==> config.mk <==
export PLATFORM = sky130hd
export DESIGN_NAME = uart_frame_top
export DESIGN_NICKNAME = d
export VERILOG_FILES = /design/src/hdl/uart_link_pkg.sv /design/src/hdl/uart_regs_pkg.sv /design/src/hdl/byte_fifo.sv /design/src/hdl/uart_tx.sv /design/src/hdl/uart_rx.sv /design/src/hdl/frame_control.sv /design/src/hdl/uart_wb_regs.sv /design/src/hdl/uart_frame_top.sv
export SDC_FILE = /design/constraint.sdc
export NUM_CORES = 1
export LEC_CHECK = 0
export BUFFER_PORTS_ARGS = -buffer_cell sky130_fd_sc_hd__clkbuf_2
export CAP_MARGIN = 20
export CORE_ASPECT_RATIO = 0.9
export CORE_UTILIZATION = 55
export DETAILED_ROUTE_END_ITERATION = 8
export PLACE_DENSITY = 0.68
export SYNTH_ARGS = -nofsm -noshare
export SYNTH_HDL_FRONTEND = slang
export SYNTH_SLANG_ARGS = --single-unit
==> constraint.sdc <==
create_clock -name sys_clk -period 4.4 [get_ports sys_clk]
set_input_delay 0.22 -clock sys_clk [delete_from_list [all_inputs] [get_ports sys_clk]]
set_output_delay 0.22 -clock sys_clk [all_outputs]
set_load 0.02 [all_outputs]
==> src/hdl/uart_link_pkg.sv <==
// line-level constants of the framed-string UART link
// bit timing, frame delimiter and FIFO sizing
`default_nettype none

package uart_link_pkg;

	// system clocks per serial bit
	localparam int clks_per_bit = 8;

	// '&' opens and closes every frame
	localparam logic [7:0] frame_delim = 8'h26;

	// both FIFOs share one depth
	localparam int fifo_depth = 16;
	localparam int fifo_aw = 4;

endpackage

`default_nettype wire

==> src/hdl/uart_regs_pkg.sv <==
// register map of the UART link Wishbone slave
// addresses, control bits and status bit positions
`default_nettype none

package uart_regs_pkg;

	localparam logic [2:0] reg_ctrl = 3'd0;
	localparam logic [2:0] reg_status = 3'd1;
	localparam logic [2:0] reg_tx_data = 3'd2;
	localparam logic [2:0] reg_rx_data = 3'd3;
	localparam logic [2:0] reg_rx_len = 3'd4;

	// control register bits
	localparam int ctrl_send = 0;
	localparam int ctrl_rx_clear = 1;

	// status register bits
	localparam int st_tx_busy = 0;
	localparam int st_rx_ready = 1;
	localparam int st_rx_error = 2;
	localparam int st_tx_full = 3;
	localparam int st_rx_empty = 4;

endpackage

`default_nettype wire

==> src/hdl/byte_fifo.sv <==
// synchronous byte FIFO with single-cycle flush
// first-word-fall-through read port
`timescale 1ns/1ns
`default_nettype none

module byte_fifo import uart_link_pkg::*; (
	input  wire logic        sys_clk,
	input  wire logic        sys_rst_n,
	input  wire logic        push,
	input  wire logic [7:0]  push_data,
	input  wire logic        pop,
	output logic [7:0]       pop_data,
	input  wire logic        flush,
	output logic             full,
	output logic             empty,
	output logic [fifo_aw:0] count
);

	logic [7:0]         mem [fifo_depth];
	logic [fifo_aw-1:0] wr_ptr;
	logic [fifo_aw-1:0] rd_ptr;
	logic               do_push;
	logic               do_pop;

	assign full = (count == (fifo_aw+1)'(fifo_depth));
	assign empty = (count == '0);
	assign do_push = push && !full;
	assign do_pop = pop && !empty;
	assign pop_data = mem[rd_ptr];

	always_ff @(posedge sys_clk or negedge sys_rst_n) begin
		if (!sys_rst_n) begin
			wr_ptr <= '0;
			rd_ptr <= '0;
			count <= '0;
		end else if (flush) begin
			wr_ptr <= '0;
			rd_ptr <= '0;
			count <= '0;
		end else begin
			if (do_push)
				wr_ptr <= wr_ptr + 1'b1;
			if (do_pop)
				rd_ptr <= rd_ptr + 1'b1;
			count <= count + (fifo_aw+1)'(do_push) - (fifo_aw+1)'(do_pop);
		end
	end

	always_ff @(posedge sys_clk) begin
		if (do_push)
			mem[wr_ptr] <= push_data;
	end

endmodule

`default_nettype wire

==> src/hdl/uart_tx.sv <==
// UART transmitter, 8N1
// shifts one byte out LSB first between a start and a stop bit
`timescale 1ns/1ns
`default_nettype none

module uart_tx import uart_link_pkg::*; (
	input  wire logic       sys_clk,
	input  wire logic       sys_rst_n,
	input  wire logic       tx_start,
	input  wire logic [7:0] tx_byte,
	output logic            tx_ready,
	output logic            txd
);

	localparam int cnt_w = $clog2(clks_per_bit);
	localparam logic [cnt_w-1:0] cnt_last = cnt_w'(clks_per_bit - 1);

	logic             busy;
	logic [9:0]       shift;
	logic [cnt_w-1:0] clk_cnt;
	logic [3:0]       bit_cnt;

	always_ff @(posedge sys_clk or negedge sys_rst_n) begin
		if (!sys_rst_n) begin
			busy <= 1'b0;
			shift <= '1;
			clk_cnt <= '0;
			bit_cnt <= '0;
		end else if (!busy) begin
			if (tx_start) begin
				// stop, data, start; bit 0 leaves first
				busy <= 1'b1;
				shift <= {1'b1, tx_byte, 1'b0};
				clk_cnt <= '0;
				bit_cnt <= '0;
			end
		end else if (clk_cnt == cnt_last) begin
			clk_cnt <= '0;
			shift <= {1'b1, shift[9:1]};
			if (bit_cnt == 4'd9) begin
				busy <= 1'b0;
				bit_cnt <= '0;
			end else begin
				bit_cnt <= bit_cnt + 4'd1;
			end
		end else begin
			clk_cnt <= clk_cnt + 1'b1;
		end
	end

	// idle line stays high since ones shift in behind the stop bit
	assign txd = shift[0];
	assign tx_ready = !busy;

endmodule

`default_nettype wire

==> src/hdl/uart_rx.sv <==
// UART receiver, 8N1
// two-flop input sync, start bit recheck, mid-bit data sampling
`timescale 1ns/1ns
`default_nettype none

module uart_rx import uart_link_pkg::*; (
	input  wire logic       sys_clk,
	input  wire logic       sys_rst_n,
	input  wire logic       rxd,
	output logic [7:0]      rx_byte,
	output logic            rx_valid
);

	localparam int cnt_w = $clog2(clks_per_bit);
	localparam logic [cnt_w-1:0] cnt_last = cnt_w'(clks_per_bit - 1);
	localparam logic [cnt_w-1:0] cnt_half = cnt_w'(clks_per_bit / 2 - 1);

	typedef enum logic [1:0] {r_idle, r_start, r_data, r_stop} rx_state_t;

	rx_state_t        state;
	logic [2:0]       sync_q;
	logic             rxd_s;
	logic [cnt_w-1:0] clk_cnt;
	logic [2:0]       bit_cnt;

	// two sync stages, third flop only for edge detection
	always_ff @(posedge sys_clk or negedge sys_rst_n) begin
		if (!sys_rst_n)
			sync_q <= '1;
		else
			sync_q <= {sync_q[1:0], rxd};
	end
	assign rxd_s = sync_q[1];

	always_ff @(posedge sys_clk or negedge sys_rst_n) begin
		if (!sys_rst_n) begin
			state <= r_idle;
			clk_cnt <= '0;
			bit_cnt <= '0;
			rx_valid <= 1'b0;
		end else begin
			rx_valid <= 1'b0;
			clk_cnt <= clk_cnt + 1'b1;
			case (state)
				r_idle: begin
					clk_cnt <= '0;
					if (sync_q[2] && !rxd_s)
						state <= r_start;
				end
				r_start: if (clk_cnt == cnt_half) begin
					// glitch if the line went back high
					clk_cnt <= '0;
					bit_cnt <= '0;
					state <= rxd_s ? r_idle : r_data;
				end
				r_data: if (clk_cnt == cnt_last) begin
					clk_cnt <= '0;
					bit_cnt <= bit_cnt + 3'd1;
					if (bit_cnt == 3'd7)
						state <= r_stop;
				end
				r_stop: if (clk_cnt == cnt_last) begin
					rx_valid <= rxd_s;
					state <= r_idle;
				end
				default: state <= r_idle;
			endcase
		end
	end

	// data shift register, LSB arrives first
	always_ff @(posedge sys_clk) begin
		if (state == r_data && clk_cnt == cnt_last)
			rx_byte <= {rxd_s, rx_byte[7:1]};
	end

endmodule

`default_nettype wire

==> src/hdl/frame_control.sv <==
// frame sender and parser for the &&payload&& string format
// sender drains the transmit FIFO, parser fills the receive FIFO
`timescale 1ns/1ns
`default_nettype none

module frame_control import uart_link_pkg::*; (
	input  wire logic        sys_clk,
	input  wire logic        sys_rst_n,
	input  wire logic        send_start,
	input  wire logic        rx_clear,
	output logic             tx_busy,
	output logic             rx_ready,
	output logic             rx_error,
	output logic [fifo_aw:0] rx_len,
	output logic             txf_pop,
	input  wire logic [7:0]  txf_data,
	input  wire logic        txf_empty,
	output logic             rxf_push,
	output logic [7:0]       rxf_data,
	output logic             rxf_flush,
	input  wire logic        rxf_full,
	output logic             tx_start,
	output logic [7:0]       tx_byte,
	input  wire logic        tx_ready,
	input  wire logic [7:0]  rx_byte,
	input  wire logic        rx_valid
);

	typedef enum logic [2:0] {
		s_idle, s_open1, s_open2, s_payload, s_close1, s_close2
	} send_state_t;

	typedef enum logic [1:0] {p_hunt, p_open2, p_payload, p_close2} parse_state_t;

	send_state_t  sstate;
	parse_state_t pstate;
	logic         want_byte;
	logic         is_delim;
	logic [fifo_aw:0] rx_cnt;

	// byte offered to the serializer in each send state
	always_comb begin
		tx_byte = frame_delim;
		want_byte = 1'b1;
		case (sstate)
			s_idle: want_byte = 1'b0;
			s_payload: begin
				tx_byte = txf_data;
				want_byte = !txf_empty;
			end
			default: ;
		endcase
	end

	assign tx_start = want_byte && tx_ready;
	assign txf_pop = (sstate == s_payload) && tx_start;
	// still busy until the last delimiter has left the serializer
	assign tx_busy = (sstate != s_idle) || !tx_ready;

	always_ff @(posedge sys_clk or negedge sys_rst_n) begin
		if (!sys_rst_n) begin
			sstate <= s_idle;
		end else begin
			case (sstate)
				s_idle: if (send_start) sstate <= s_open1;
				s_open1: if (tx_start) sstate <= s_open2;
				s_open2: if (tx_start) sstate <= s_payload;
				s_payload: if (txf_empty) sstate <= s_close1;
				s_close1: if (tx_start) sstate <= s_close2;
				s_close2: if (tx_start) sstate <= s_idle;
				default: sstate <= s_idle;
			endcase
		end
	end

	assign is_delim = (rx_byte == frame_delim);
	assign rxf_data = rx_byte;
	assign rxf_push = (pstate == p_payload) && rx_valid && !is_delim && !rxf_full;
	// lone closing '&' means the frame is broken
	assign rxf_flush = (pstate == p_close2) && rx_valid && !is_delim;

	always_ff @(posedge sys_clk or negedge sys_rst_n) begin
		if (!sys_rst_n) begin
			pstate <= p_hunt;
			rx_cnt <= '0;
			rx_len <= '0;
			rx_ready <= 1'b0;
			rx_error <= 1'b0;
		end else begin
			if (rx_clear) begin
				rx_ready <= 1'b0;
				rx_error <= 1'b0;
			end
			if (rx_valid) begin
				case (pstate)
					p_hunt: if (is_delim) pstate <= p_open2;
					p_open2: begin
						rx_cnt <= '0;
						pstate <= is_delim ? p_payload : p_hunt;
					end
					p_payload: begin
						if (is_delim)
							pstate <= p_close2;
						else if (rxf_full)
							rx_error <= 1'b1;
						else
							rx_cnt <= rx_cnt + 1'b1;
					end
					p_close2: begin
						if (is_delim) begin
							rx_len <= rx_cnt;
							rx_ready <= 1'b1;
						end else begin
							rx_error <= 1'b1;
						end
						pstate <= p_hunt;
					end
					default: pstate <= p_hunt;
				endcase
			end
		end
	end

endmodule

`default_nettype wire

==> src/hdl/uart_wb_regs.sv <==
// Wishbone classic register block of the UART link
// single-cycle ack, FIFO push/pop strobes, control pulses, status
`timescale 1ns/1ns
`default_nettype none

module uart_wb_regs import uart_link_pkg::*, uart_regs_pkg::*; (
	input  wire logic             sys_clk,
	input  wire logic             sys_rst_n,
	input  wire logic             wb_cyc,
	input  wire logic             wb_stb,
	input  wire logic             wb_we,
	input  wire logic [2:0]       wb_adr,
	input  wire logic [7:0]       wb_dat_w,
	output logic      [7:0]       wb_dat_r,
	output logic                  wb_ack,
	output logic                  send_start,
	output logic                  rx_clear,
	input  wire logic             tx_busy,
	input  wire logic             rx_ready,
	input  wire logic             rx_error,
	input  wire logic [fifo_aw:0] rx_len,
	output logic                  txf_push,
	output logic      [7:0]       txf_data,
	input  wire logic             txf_full,
	output logic                  rxf_pop,
	input  wire logic [7:0]       rxf_data,
	input  wire logic             rxf_empty
);

	logic       acc;
	logic       wr;
	logic       rd;
	logic [7:0] status;
	logic [7:0] rd_mux;

	// one access per strobe, ack blocks the second cycle
	assign acc = wb_cyc && wb_stb && !wb_ack;
	assign wr = acc && wb_we;
	assign rd = acc && !wb_we;

	assign send_start = wr && (wb_adr == reg_ctrl) && wb_dat_w[ctrl_send] && !tx_busy;
	assign rx_clear = wr && (wb_adr == reg_ctrl) && wb_dat_w[ctrl_rx_clear];
	assign txf_push = wr && (wb_adr == reg_tx_data) && !txf_full;
	assign txf_data = wb_dat_w;
	assign rxf_pop = rd && (wb_adr == reg_rx_data) && !rxf_empty;

	always_comb begin
		status = '0;
		status[st_tx_busy] = tx_busy;
		status[st_rx_ready] = rx_ready;
		status[st_rx_error] = rx_error;
		status[st_tx_full] = txf_full;
		status[st_rx_empty] = rxf_empty;
	end

	always_comb begin
		case (wb_adr)
			reg_status: rd_mux = status;
			reg_rx_data: rd_mux = rxf_empty ? 8'h00 : rxf_data;
			reg_rx_len: rd_mux = 8'(rx_len);
			default: rd_mux = 8'h00;
		endcase
	end

	always_ff @(posedge sys_clk or negedge sys_rst_n) begin
		if (!sys_rst_n)
			wb_ack <= 1'b0;
		else
			wb_ack <= acc;
	end

	// read data held while ack is high
	always_ff @(posedge sys_clk) begin
		if (rd)
			wb_dat_r <= rd_mux;
	end

endmodule

`default_nettype wire

==> src/hdl/uart_frame_top.sv <==
// framed-string UART link top level
// Wishbone register block, transmit and receive FIFOs, frame controller, UART
`timescale 1ns/1ns
`default_nettype none

module uart_frame_top (
	input  wire logic       sys_clk,
	input  wire logic       sys_rst_n,
	input  wire logic       wb_cyc,
	input  wire logic       wb_stb,
	input  wire logic       wb_we,
	input  wire logic [2:0] wb_adr,
	input  wire logic [7:0] wb_dat_w,
	output logic      [7:0] wb_dat_r,
	output logic            wb_ack,
	output logic            irq,
	input  wire logic       uart_rxd,
	output logic            uart_txd
);

	logic       send_start;
	logic       rx_clear;
	logic       tx_busy;
	logic       rx_ready;
	logic       rx_error;
	logic [4:0] rx_len;
	logic       txf_push;
	logic [7:0] txf_wdata;
	logic       txf_full;
	logic       txf_pop;
	logic [7:0] txf_rdata;
	logic       txf_empty;
	logic       rxf_push;
	logic [7:0] rxf_wdata;
	logic       rxf_flush;
	logic       rxf_full;
	logic       rxf_pop;
	logic [7:0] rxf_rdata;
	logic       rxf_empty;
	logic       tx_start;
	logic [7:0] tx_byte;
	logic       tx_ready;
	logic [7:0] rx_byte;
	logic       rx_valid;

	assign irq = rx_ready;

	uart_wb_regs regs0 (
		.sys_clk    (sys_clk),
		.sys_rst_n  (sys_rst_n),
		.wb_cyc     (wb_cyc),
		.wb_stb     (wb_stb),
		.wb_we      (wb_we),
		.wb_adr     (wb_adr),
		.wb_dat_w   (wb_dat_w),
		.wb_dat_r   (wb_dat_r),
		.wb_ack     (wb_ack),
		.send_start (send_start),
		.rx_clear   (rx_clear),
		.tx_busy    (tx_busy),
		.rx_ready   (rx_ready),
		.rx_error   (rx_error),
		.rx_len     (rx_len),
		.txf_push   (txf_push),
		.txf_data   (txf_wdata),
		.txf_full   (txf_full),
		.rxf_pop    (rxf_pop),
		.rxf_data   (rxf_rdata),
		.rxf_empty  (rxf_empty)
	);

	// transmit side is never flushed
	byte_fifo tx_fifo (
		.sys_clk   (sys_clk),
		.sys_rst_n (sys_rst_n),
		.push      (txf_push),
		.push_data (txf_wdata),
		.pop       (txf_pop),
		.pop_data  (txf_rdata),
		.flush     (1'b0),
		.full      (txf_full),
		.empty     (txf_empty),
		.count     ()
	);

	byte_fifo rx_fifo (
		.sys_clk   (sys_clk),
		.sys_rst_n (sys_rst_n),
		.push      (rxf_push),
		.push_data (rxf_wdata),
		.pop       (rxf_pop),
		.pop_data  (rxf_rdata),
		.flush     (rxf_flush),
		.full      (rxf_full),
		.empty     (rxf_empty),
		.count     ()
	);

	frame_control ctrl0 (
		.sys_clk    (sys_clk),
		.sys_rst_n  (sys_rst_n),
		.send_start (send_start),
		.rx_clear   (rx_clear),
		.tx_busy    (tx_busy),
		.rx_ready   (rx_ready),
		.rx_error   (rx_error),
		.rx_len     (rx_len),
		.txf_pop    (txf_pop),
		.txf_data   (txf_rdata),
		.txf_empty  (txf_empty),
		.rxf_push   (rxf_push),
		.rxf_data   (rxf_wdata),
		.rxf_flush  (rxf_flush),
		.rxf_full   (rxf_full),
		.tx_start   (tx_start),
		.tx_byte    (tx_byte),
		.tx_ready   (tx_ready),
		.rx_byte    (rx_byte),
		.rx_valid   (rx_valid)
	);

	uart_tx tx0 (
		.sys_clk   (sys_clk),
		.sys_rst_n (sys_rst_n),
		.tx_start  (tx_start),
		.tx_byte   (tx_byte),
		.tx_ready  (tx_ready),
		.txd       (uart_txd)
	);

	uart_rx rx0 (
		.sys_clk   (sys_clk),
		.sys_rst_n (sys_rst_n),
		.rxd       (uart_rxd),
		.rx_byte   (rx_byte),
		.rx_valid  (rx_valid)
	);

endmodule

`default_nettype wire

==> impl_metrics.env, run 1 <==
export IMPL_post_drt_wl_per_cell_um=22.69
export IMPL_ant_nets=0
export IMPL_timing_fmax_mhz=291.8
export IMPL_status="completed"
export IMPL_area_growth_pct=11.85
export IMPL_hold_depth=1
export IMPL_synthMuxAreaShare=0.1285
export IMPL_grt_start_max_net_pins=74
export IMPL_cp_max_fo=5
export IMPL_cts_buffers=36
export IMPL_hpwl_um=18670
export IMPL_setup_slack_ns=0.9729
export IMPL_syn_area_per_cell_um2=16.89
export IMPL_synthFlopType="edfxtp_1"
export IMPL_finalSetupTns_ns=0
export IMPL_total_power_mw=8.146
export IMPL_ys_types=67
export IMPL_tightest_slew_ns=1.075
export IMPL_grt_pass1_wl_um=46080
export IMPL_die_area_um2=27070
export IMPL_vias=7744
export IMPL_final_cells=1286
export IMPL_layout_worst_path_cycle_share=0.7789
export IMPL_drt_total_wl_um=29180
export IMPL_top_layer_used="met4"
export IMPL_pwr_density_cell_nw_per_um2=501.3
export IMPL_clk_insertion_delay_late_ns=0.53
export IMPL_hold_viol_final=0
export IMPL_fin_crit_ns=3.427
export IMPL_die_height_um=156.2
export IMPL_synth_fa_ha_area_frac=0.03807
export IMPL_rows=56
export IMPL_synth_seq_area_share=0.6890
export IMPL_fin_area_um2=16250
export IMPL_critPathLaunchType="register"
export IMPL_wl_met2_um=13830
export IMPL_holdWs_ns=0.1060
export IMPL_placedCellCount=1221
export IMPL_antenna_found_initial=0
export IMPL_async_flop_share=0.2116
export IMPL_utilization=0.6251
export IMPL_wl_met1_um=12900
export IMPL_place_area_um2=15090
export IMPL_gp_congestion=0.8264
export IMPL_cp_arrival_ns=3.87
export IMPL_remaining_drc_errors=0
export IMPL_synth_edf_count=272
export IMPL_maxCapViolations=0
export IMPL_synth_top_family_by_area="multiplexers"
export IMPL_r2r_cells=12
export IMPL_clock_sinks=345
export IMPL_pin_count=28
export IMPL_post_cts_repair_setup_buffers=0
export IMPL_worst_ep_required_time_ns=4.84
export IMPL_fp_dieW_um=173.3
export IMPL_synth_compound_area_frac=0.04547
export IMPL_core_um2=25990
export IMPL_r2r_slack_ns=0.97
export IMPL_end_kind="register"
export IMPL_rsz0062_at_grt="no"
export IMPL_track_usage=0.2260
export IMPL_vdd_ir_drop_max_v=0.0002928
export IMPL_diodes=0
export IMPL_crit_top_cell="ha_1"
export IMPL_first_global_vias=7944
export IMPL_layout_drive_gt1_share=0.2111
export IMPL_wl_met3_um=1872
export IMPL_clkTransAtPathRegs_ns=0.06
export IMPL_drv_slew=0
export IMPL_synth_seq_cells=345
export IMPL_cts_buffer_depth=3
export IMPL_h_tree_depth=2
export IMPL_relSlewSlack=0.2807
export IMPL_cts_tree="yes"
export IMPL_setup_viol=0
export IMPL_yosys_area_share_simple=0.06451
export IMPL_initialDrtViolationCount=646
export IMPL_synth_warnings=0
export IMPL_nets=974
export IMPL_synth_area_um2=14530
export IMPL_drt_first_pass_iters=4
export IMPL_syn_num_nets=920
export IMPL_leakage_nw=5.732
export IMPL_synthCells=860
export IMPL_start_util=0.5589
export IMPL_slowest_stage="nor4b_1"
export IMPL_crit_type="register to register"
export IMPL_synth_xor_xnor_area_share=0.009646
export IMPL_max_stage_delay_ns=0.73
export IMPL_yosysTopAreaCell="edfxtp_1"
export IMPL_grt_overflow_total=0
export IMPL_dp_worst_setup_slack_ns=1.040
export IMPL_io_buffers=27
export IMPL_skew_ns=0.02681
export IMPL_synthTopCellsByArea="edfxtp_1 (56%), mux4_2 (11%), dfrtp_1 (11%), ha_1 (3.5%), dfstp_2 (2.2%)"
export IMPL_yosysTopAreaCellShare=0.5622
export IMPL_cp_cell_sequence="inv_1, ha_1, nor4b_1, nor3_1, ha_1, inv_1, ha_1, fa_1, a21oi_1, nor2_1, or3_1, a21oi_1"
export IMPL_holdCritPathClass="input pin to register"
export IMPL_cts_root_buf="clkbuf_16"
export IMPL_avgViaCountPerCell=6.022
## cell families (layout without fill, tap and decap cells)
group,count (synthesis),count (layout)
AO/OA/AOI/OAI,100,100
AND/OR/NAND/NOR,174,174
flip-flops,345,345
multiplexers,96,96
buffers and inverters,86,164
XOR/XNOR,16,16
adder cells (fa/ha/maj),43,43
## state kept, by name (all words and copies together), names as in the netlist, 3 cells and up, named ones only
register	flops
rx0.bit_cnt	3
tx0.clk_cnt	3
tx_fifo.rd_ptr	4
rx_fifo.rd_ptr	4
tx_fifo.wr_ptr	4
rx0.rx_byte	8
ctrl0.rx_len	5
rx_fifo.wr_ptr	4
ctrl0.rx_cnt	5
tx_fifo.count	5
tx0.shift	9
tx_fifo.mem	128
rx_fifo.mem	128
rx0.sync_q	3
tx0.bit_cnt	4
ctrl0.sstate	3
regs0.wb_dat_r	8
rx_fifo.count	5
rx0.clk_cnt	3
## area by class of cell
cell class                 instances  area, um^2
inverter                          51       191.4
fill                            1826        9746
clock buffer                      47       972.2
sequential                       345       10010
clock inverter                    15       156.4
timing repair buffer              51       322.8
tap                              348       435.4
multi-input combinational        429        4158
## cells in the final DEF (no fill, tap or decap), drive strengths merged, types with 22 or more instances in the layout
cell type,instances
ha,41
dfrtp,61
nand2,36
edfxtp,272
mux4,71
a21oi,22
clkbuf,73
nor2,48
o21ai,24
buf,23
inv,54
## timing repair
action                    in CTS  in global routing
hold endpoints to repair      62                  0
gates resized for setup        0                  0
hold buffers                   2                  0
## Yosys cell counts, types with 8 or more instances
cell type and number:
a21oi_1 22, nor4_1 10, inv_1 50, edfxtp_1 272, nor2_1 48, buf_2 9
mux4_2 69, nand2_1 36, xnor2_1 11, nand3_1 9, clkbuf_1 16, mux2_2 8
nor3_1 12, and2_1 11, dfstp_2 12, o21ai_0 24, dfrtp_1 61, nor2b_1 8
ha_1 41, mux2i_1 17
## critical path: cells and delay by family (launching register included)
family	cells	cell delay, ns
AND/OR/NAND/NOR	4	1.36
adder cells (fa/ha/maj)	4	1.15
flip-flops	1	0.39
AO/OA/AOI/OAI	2	0.31
buffers and inverters	2	0.12
## metal layers
metal	up-vias	GRT usage
met1	3983	0.3308
met2	255	0.3536
li1	3455	-
met4	0	0.05984
met5	-	0
met3	51	0.04045
## power by group
group | internal (mW) | switching, mW | total (mW) | leakage [nW]
logic | 0.683 | 0.583 | 1.27 | 1.82
registers | 3.71 | 0.270 | 3.98 | 3.36
clock network | 1.69 | 1.21 | 2.90 | 0.551
total | 6.08 | 2.07 | 8.15 | 5.73
## path summary, 6_finish.rpt
| kind | start | end |
|---|---|---|
| hold / removal | wb_dat_w[7] | tx_fifo.mem[13][7]$_DFFE_PP_ |
| max in group asynchronous | sys_rst_n | tx_fifo.rd_ptr[0]$_DFFE_PN0P_ |
| setup reg to reg | rx_fifo.count[3]$_DFF_PN0_ | rx_fifo.count[4]$_DFF_PN0_ |
| min in group asynchronous | sys_rst_n | rx_fifo.rd_ptr[3]$_DFFE_PN0P_ |
| setup / recovery | rx_fifo.count[3]$_DFF_PN0_ | rx_fifo.count[4]$_DFF_PN0_ |
| hold reg to reg | rx0.sync_q[0]$_DFF_PN1_ | rx0.sync_q[1]$_DFF_PN1_ |
Power figures use the tool's default switching activity.
==> run 2, diff against run 1 <==
- PLACE_DENSITY: 0.68 -> 0.71
- clock period: 4.4 -> 3 ns (I/O delays scaled with it)
==> run 2 against run 1 <==
Against the previous run:
- non-clock buffer count up 34
- total power up 51%
- clock-buffer cell count up 1
- first-iteration DRC count up 25%
- routed wire length down 0.80%
- sequential power up 44%
- via count up 0.56%
- core utilization up 1.5 points
- cell area up 2.4%
- combinational power up 64%
- critical endpoint unchanged
==> impl_metrics.env, run 2 (same netlist as run 1, synthesis figures left out) <==
export IMPL_status="completed"
export IMPL_setup_viol=0
export IMPL_avgViaCountPerCell=5.890
export IMPL_holdCritPathClass="input pin to register"
export IMPL_grt_pass1_wl_um=44830
export IMPL_remaining_drc_errors=0
export IMPL_multiInputGateArea_um2=4193
export IMPL_finalSetupTns_ns=0
export IMPL_gp_congestion=0.7770
export IMPL_diodes=0
export IMPL_io_buffers=27
export IMPL_end_kind="register"
export IMPL_post_drt_wl_per_cell_um=21.90
export IMPL_drt_first_pass_iters=6
export IMPL_drt_total_wl_um=28950
export IMPL_initialDrtViolationCount=808
export IMPL_cp_arrival_ns=3.26
export IMPL_ff_latch_area_um2=10010
export IMPL_cts_buffers=36
export IMPL_maxCapViolations=0
export IMPL_total_power_mw=12.32
export IMPL_layout_drive_gt1_share=0.2485
export IMPL_cp_max_fo=7
export IMPL_track_usage=0.2199
export IMPL_drv_slew=0
export IMPL_rows=56
export IMPL_layout_worst_path_cycle_share=0.9468
export IMPL_num_fill_cells=1770
export IMPL_tightest_slew_ns=0.9281
export IMPL_fp_dieW_um=173.3
export IMPL_fin_crit_ns=2.840
export IMPL_dp_worst_setup_slack_ns=0.1503
export IMPL_ant_nets=0
export IMPL_reg_top3="rx_fifo.mem (128), tx_fifo.mem (128), tx0.shift (9)"
export IMPL_pwr_density_cell_nw_per_um2=740.4
export IMPL_final_common_cell="edfxtp_1"
export IMPL_timing_fmax_mhz=352.1
export IMPL_grt_overflow_total=0
export IMPL_clkTransAtPathRegs_ns=0.06
export IMPL_clock_sinks=345
export IMPL_relSlewSlack=0.3653
export IMPL_area_growth_pct=14.52
export IMPL_skew_ns=0.01621
export IMPL_layout_common_cells="edfxtp_1 (272), mux4_2 (69), dfrtp_1 (59), buf_4 (56), inv_1 (50)"
export IMPL_core_um2=25990
export IMPL_start_util=0.5589
export IMPL_nets=1008
export IMPL_cts_tree="yes"
export IMPL_vdd_ir_drop_max_v=0.0005653
export IMPL_grt_start_max_net_pins=35
export IMPL_leakage_nw=5.949
export IMPL_clk_insertion_delay_late_ns=0.51
export IMPL_first_global_vias=7630
export IMPL_vias=7787
export IMPL_critPathLaunchType="register"
export IMPL_rsz0062_at_grt="no"
export IMPL_cts_root_buf="clkbuf_16"
export IMPL_hpwl_um=18910
export IMPL_utilization=0.6400
export IMPL_hold_viol_final=0
export IMPL_worst_ep_required_time_ns=3.42
export IMPL_die_height_um=156.2
export IMPL_setup_slack_ns=0.1597
export IMPL_die_area_um2=27070
export IMPL_h_tree_depth=2
export IMPL_pin_count=28
export IMPL_antenna_found_initial=0
export IMPL_cts_buffer_depth=3
export IMPL_crit_type="register to register"
export IMPL_post_cts_repair_setup_buffers=0
[run 2: layer usage]
metal / GRT usage / share of wire / vias up
met2: 0.3312 / 0.46 / 267
met5: 0 / 0 / -
met3: 0.04094 / 0.072 / 32
li1: - / - / 3519
met1: 0.3343 / 0.46 / 3969
met4: 0.05352 / 0.013 / 0
[run 2: metrics by stage]
stage | hold slack (ns) | instances | area [um^2]
after floorplan | -0.1456 | 860 | 14530
after global placement | 0.1586 | 1256 | 15390
after detailed placement | 0.1599 | 1256 | 15390
after CTS | 0.01776 | 1322 | 16620
after global routing | 0.03929 | 1322 | 16640
final | 0.03323 | 1322 | 16640
[run 2: power by group]
group | internal (mW) | switching, mW | leakage (nW)
Sequential | 5.44 | 0.280 | 3.36
Clock | 2.74 | 1.78 | 0.582
Combinational | 1.04 | 1.04 | 2.00
[run 2: critical path, stage by stage, from the launching register on]
cell and delay, ns:
edfxtp_1 0.38, or4b_1 0.65, o2111ai_2 0.27, inv_2 0.10
ha_1 0.22, fa_1 0.42, a21oi_1 0.16, nor2_1 0.06
or3_1 0.34, a21oi_1 0.16
[run 2: cell type report]
class / instances / area share
Clock inverter: 16 / 0.01188
Tap cell: 348 / 0.02617
Sequential cell: 345 / 0.6018
Clock buffer: 48 / 0.06114
Multi-Input combinational cell: 429 / 0.2520
Timing Repair Buffer: 85 / 0.03550
Inverter: 51 / 0.01151
[run 2: path summary, 6_finish.rpt]
path	from	slack (ns)	endpoint	depth (start not counted)
setup reg to reg	rx0.rx_byte[4]$_DFFE_PP_	0.16	rx_fifo.count[4]$_DFF_PN0_	9
setup / recovery	rx0.rx_byte[4]$_DFFE_PP_	0.16	rx_fifo.count[4]$_DFF_PN0_	9
hold reg to reg	rx0.sync_q[0]$_DFF_PN1_	0.36	rx0.sync_q[1]$_DFF_PN1_	0
min in group asynchronous	sys_rst_n	0.14	tx_fifo.rd_ptr[1]$_DFFE_PN0P_	2
max in group asynchronous	sys_rst_n	2.09	ctrl0.sstate[1]$_DFFE_PN0P_	3
hold / removal	wb_cyc	0.03	regs0.wb_ack$_DFF_PN0_	3
[run 2: repair_timing]
action | CTS | global route
resized for setup | 0 | 3
endpoints found under the setup margin | 0 | 1
hold endpoints to repair | 33 | 0
hold buffers | 2 | 0
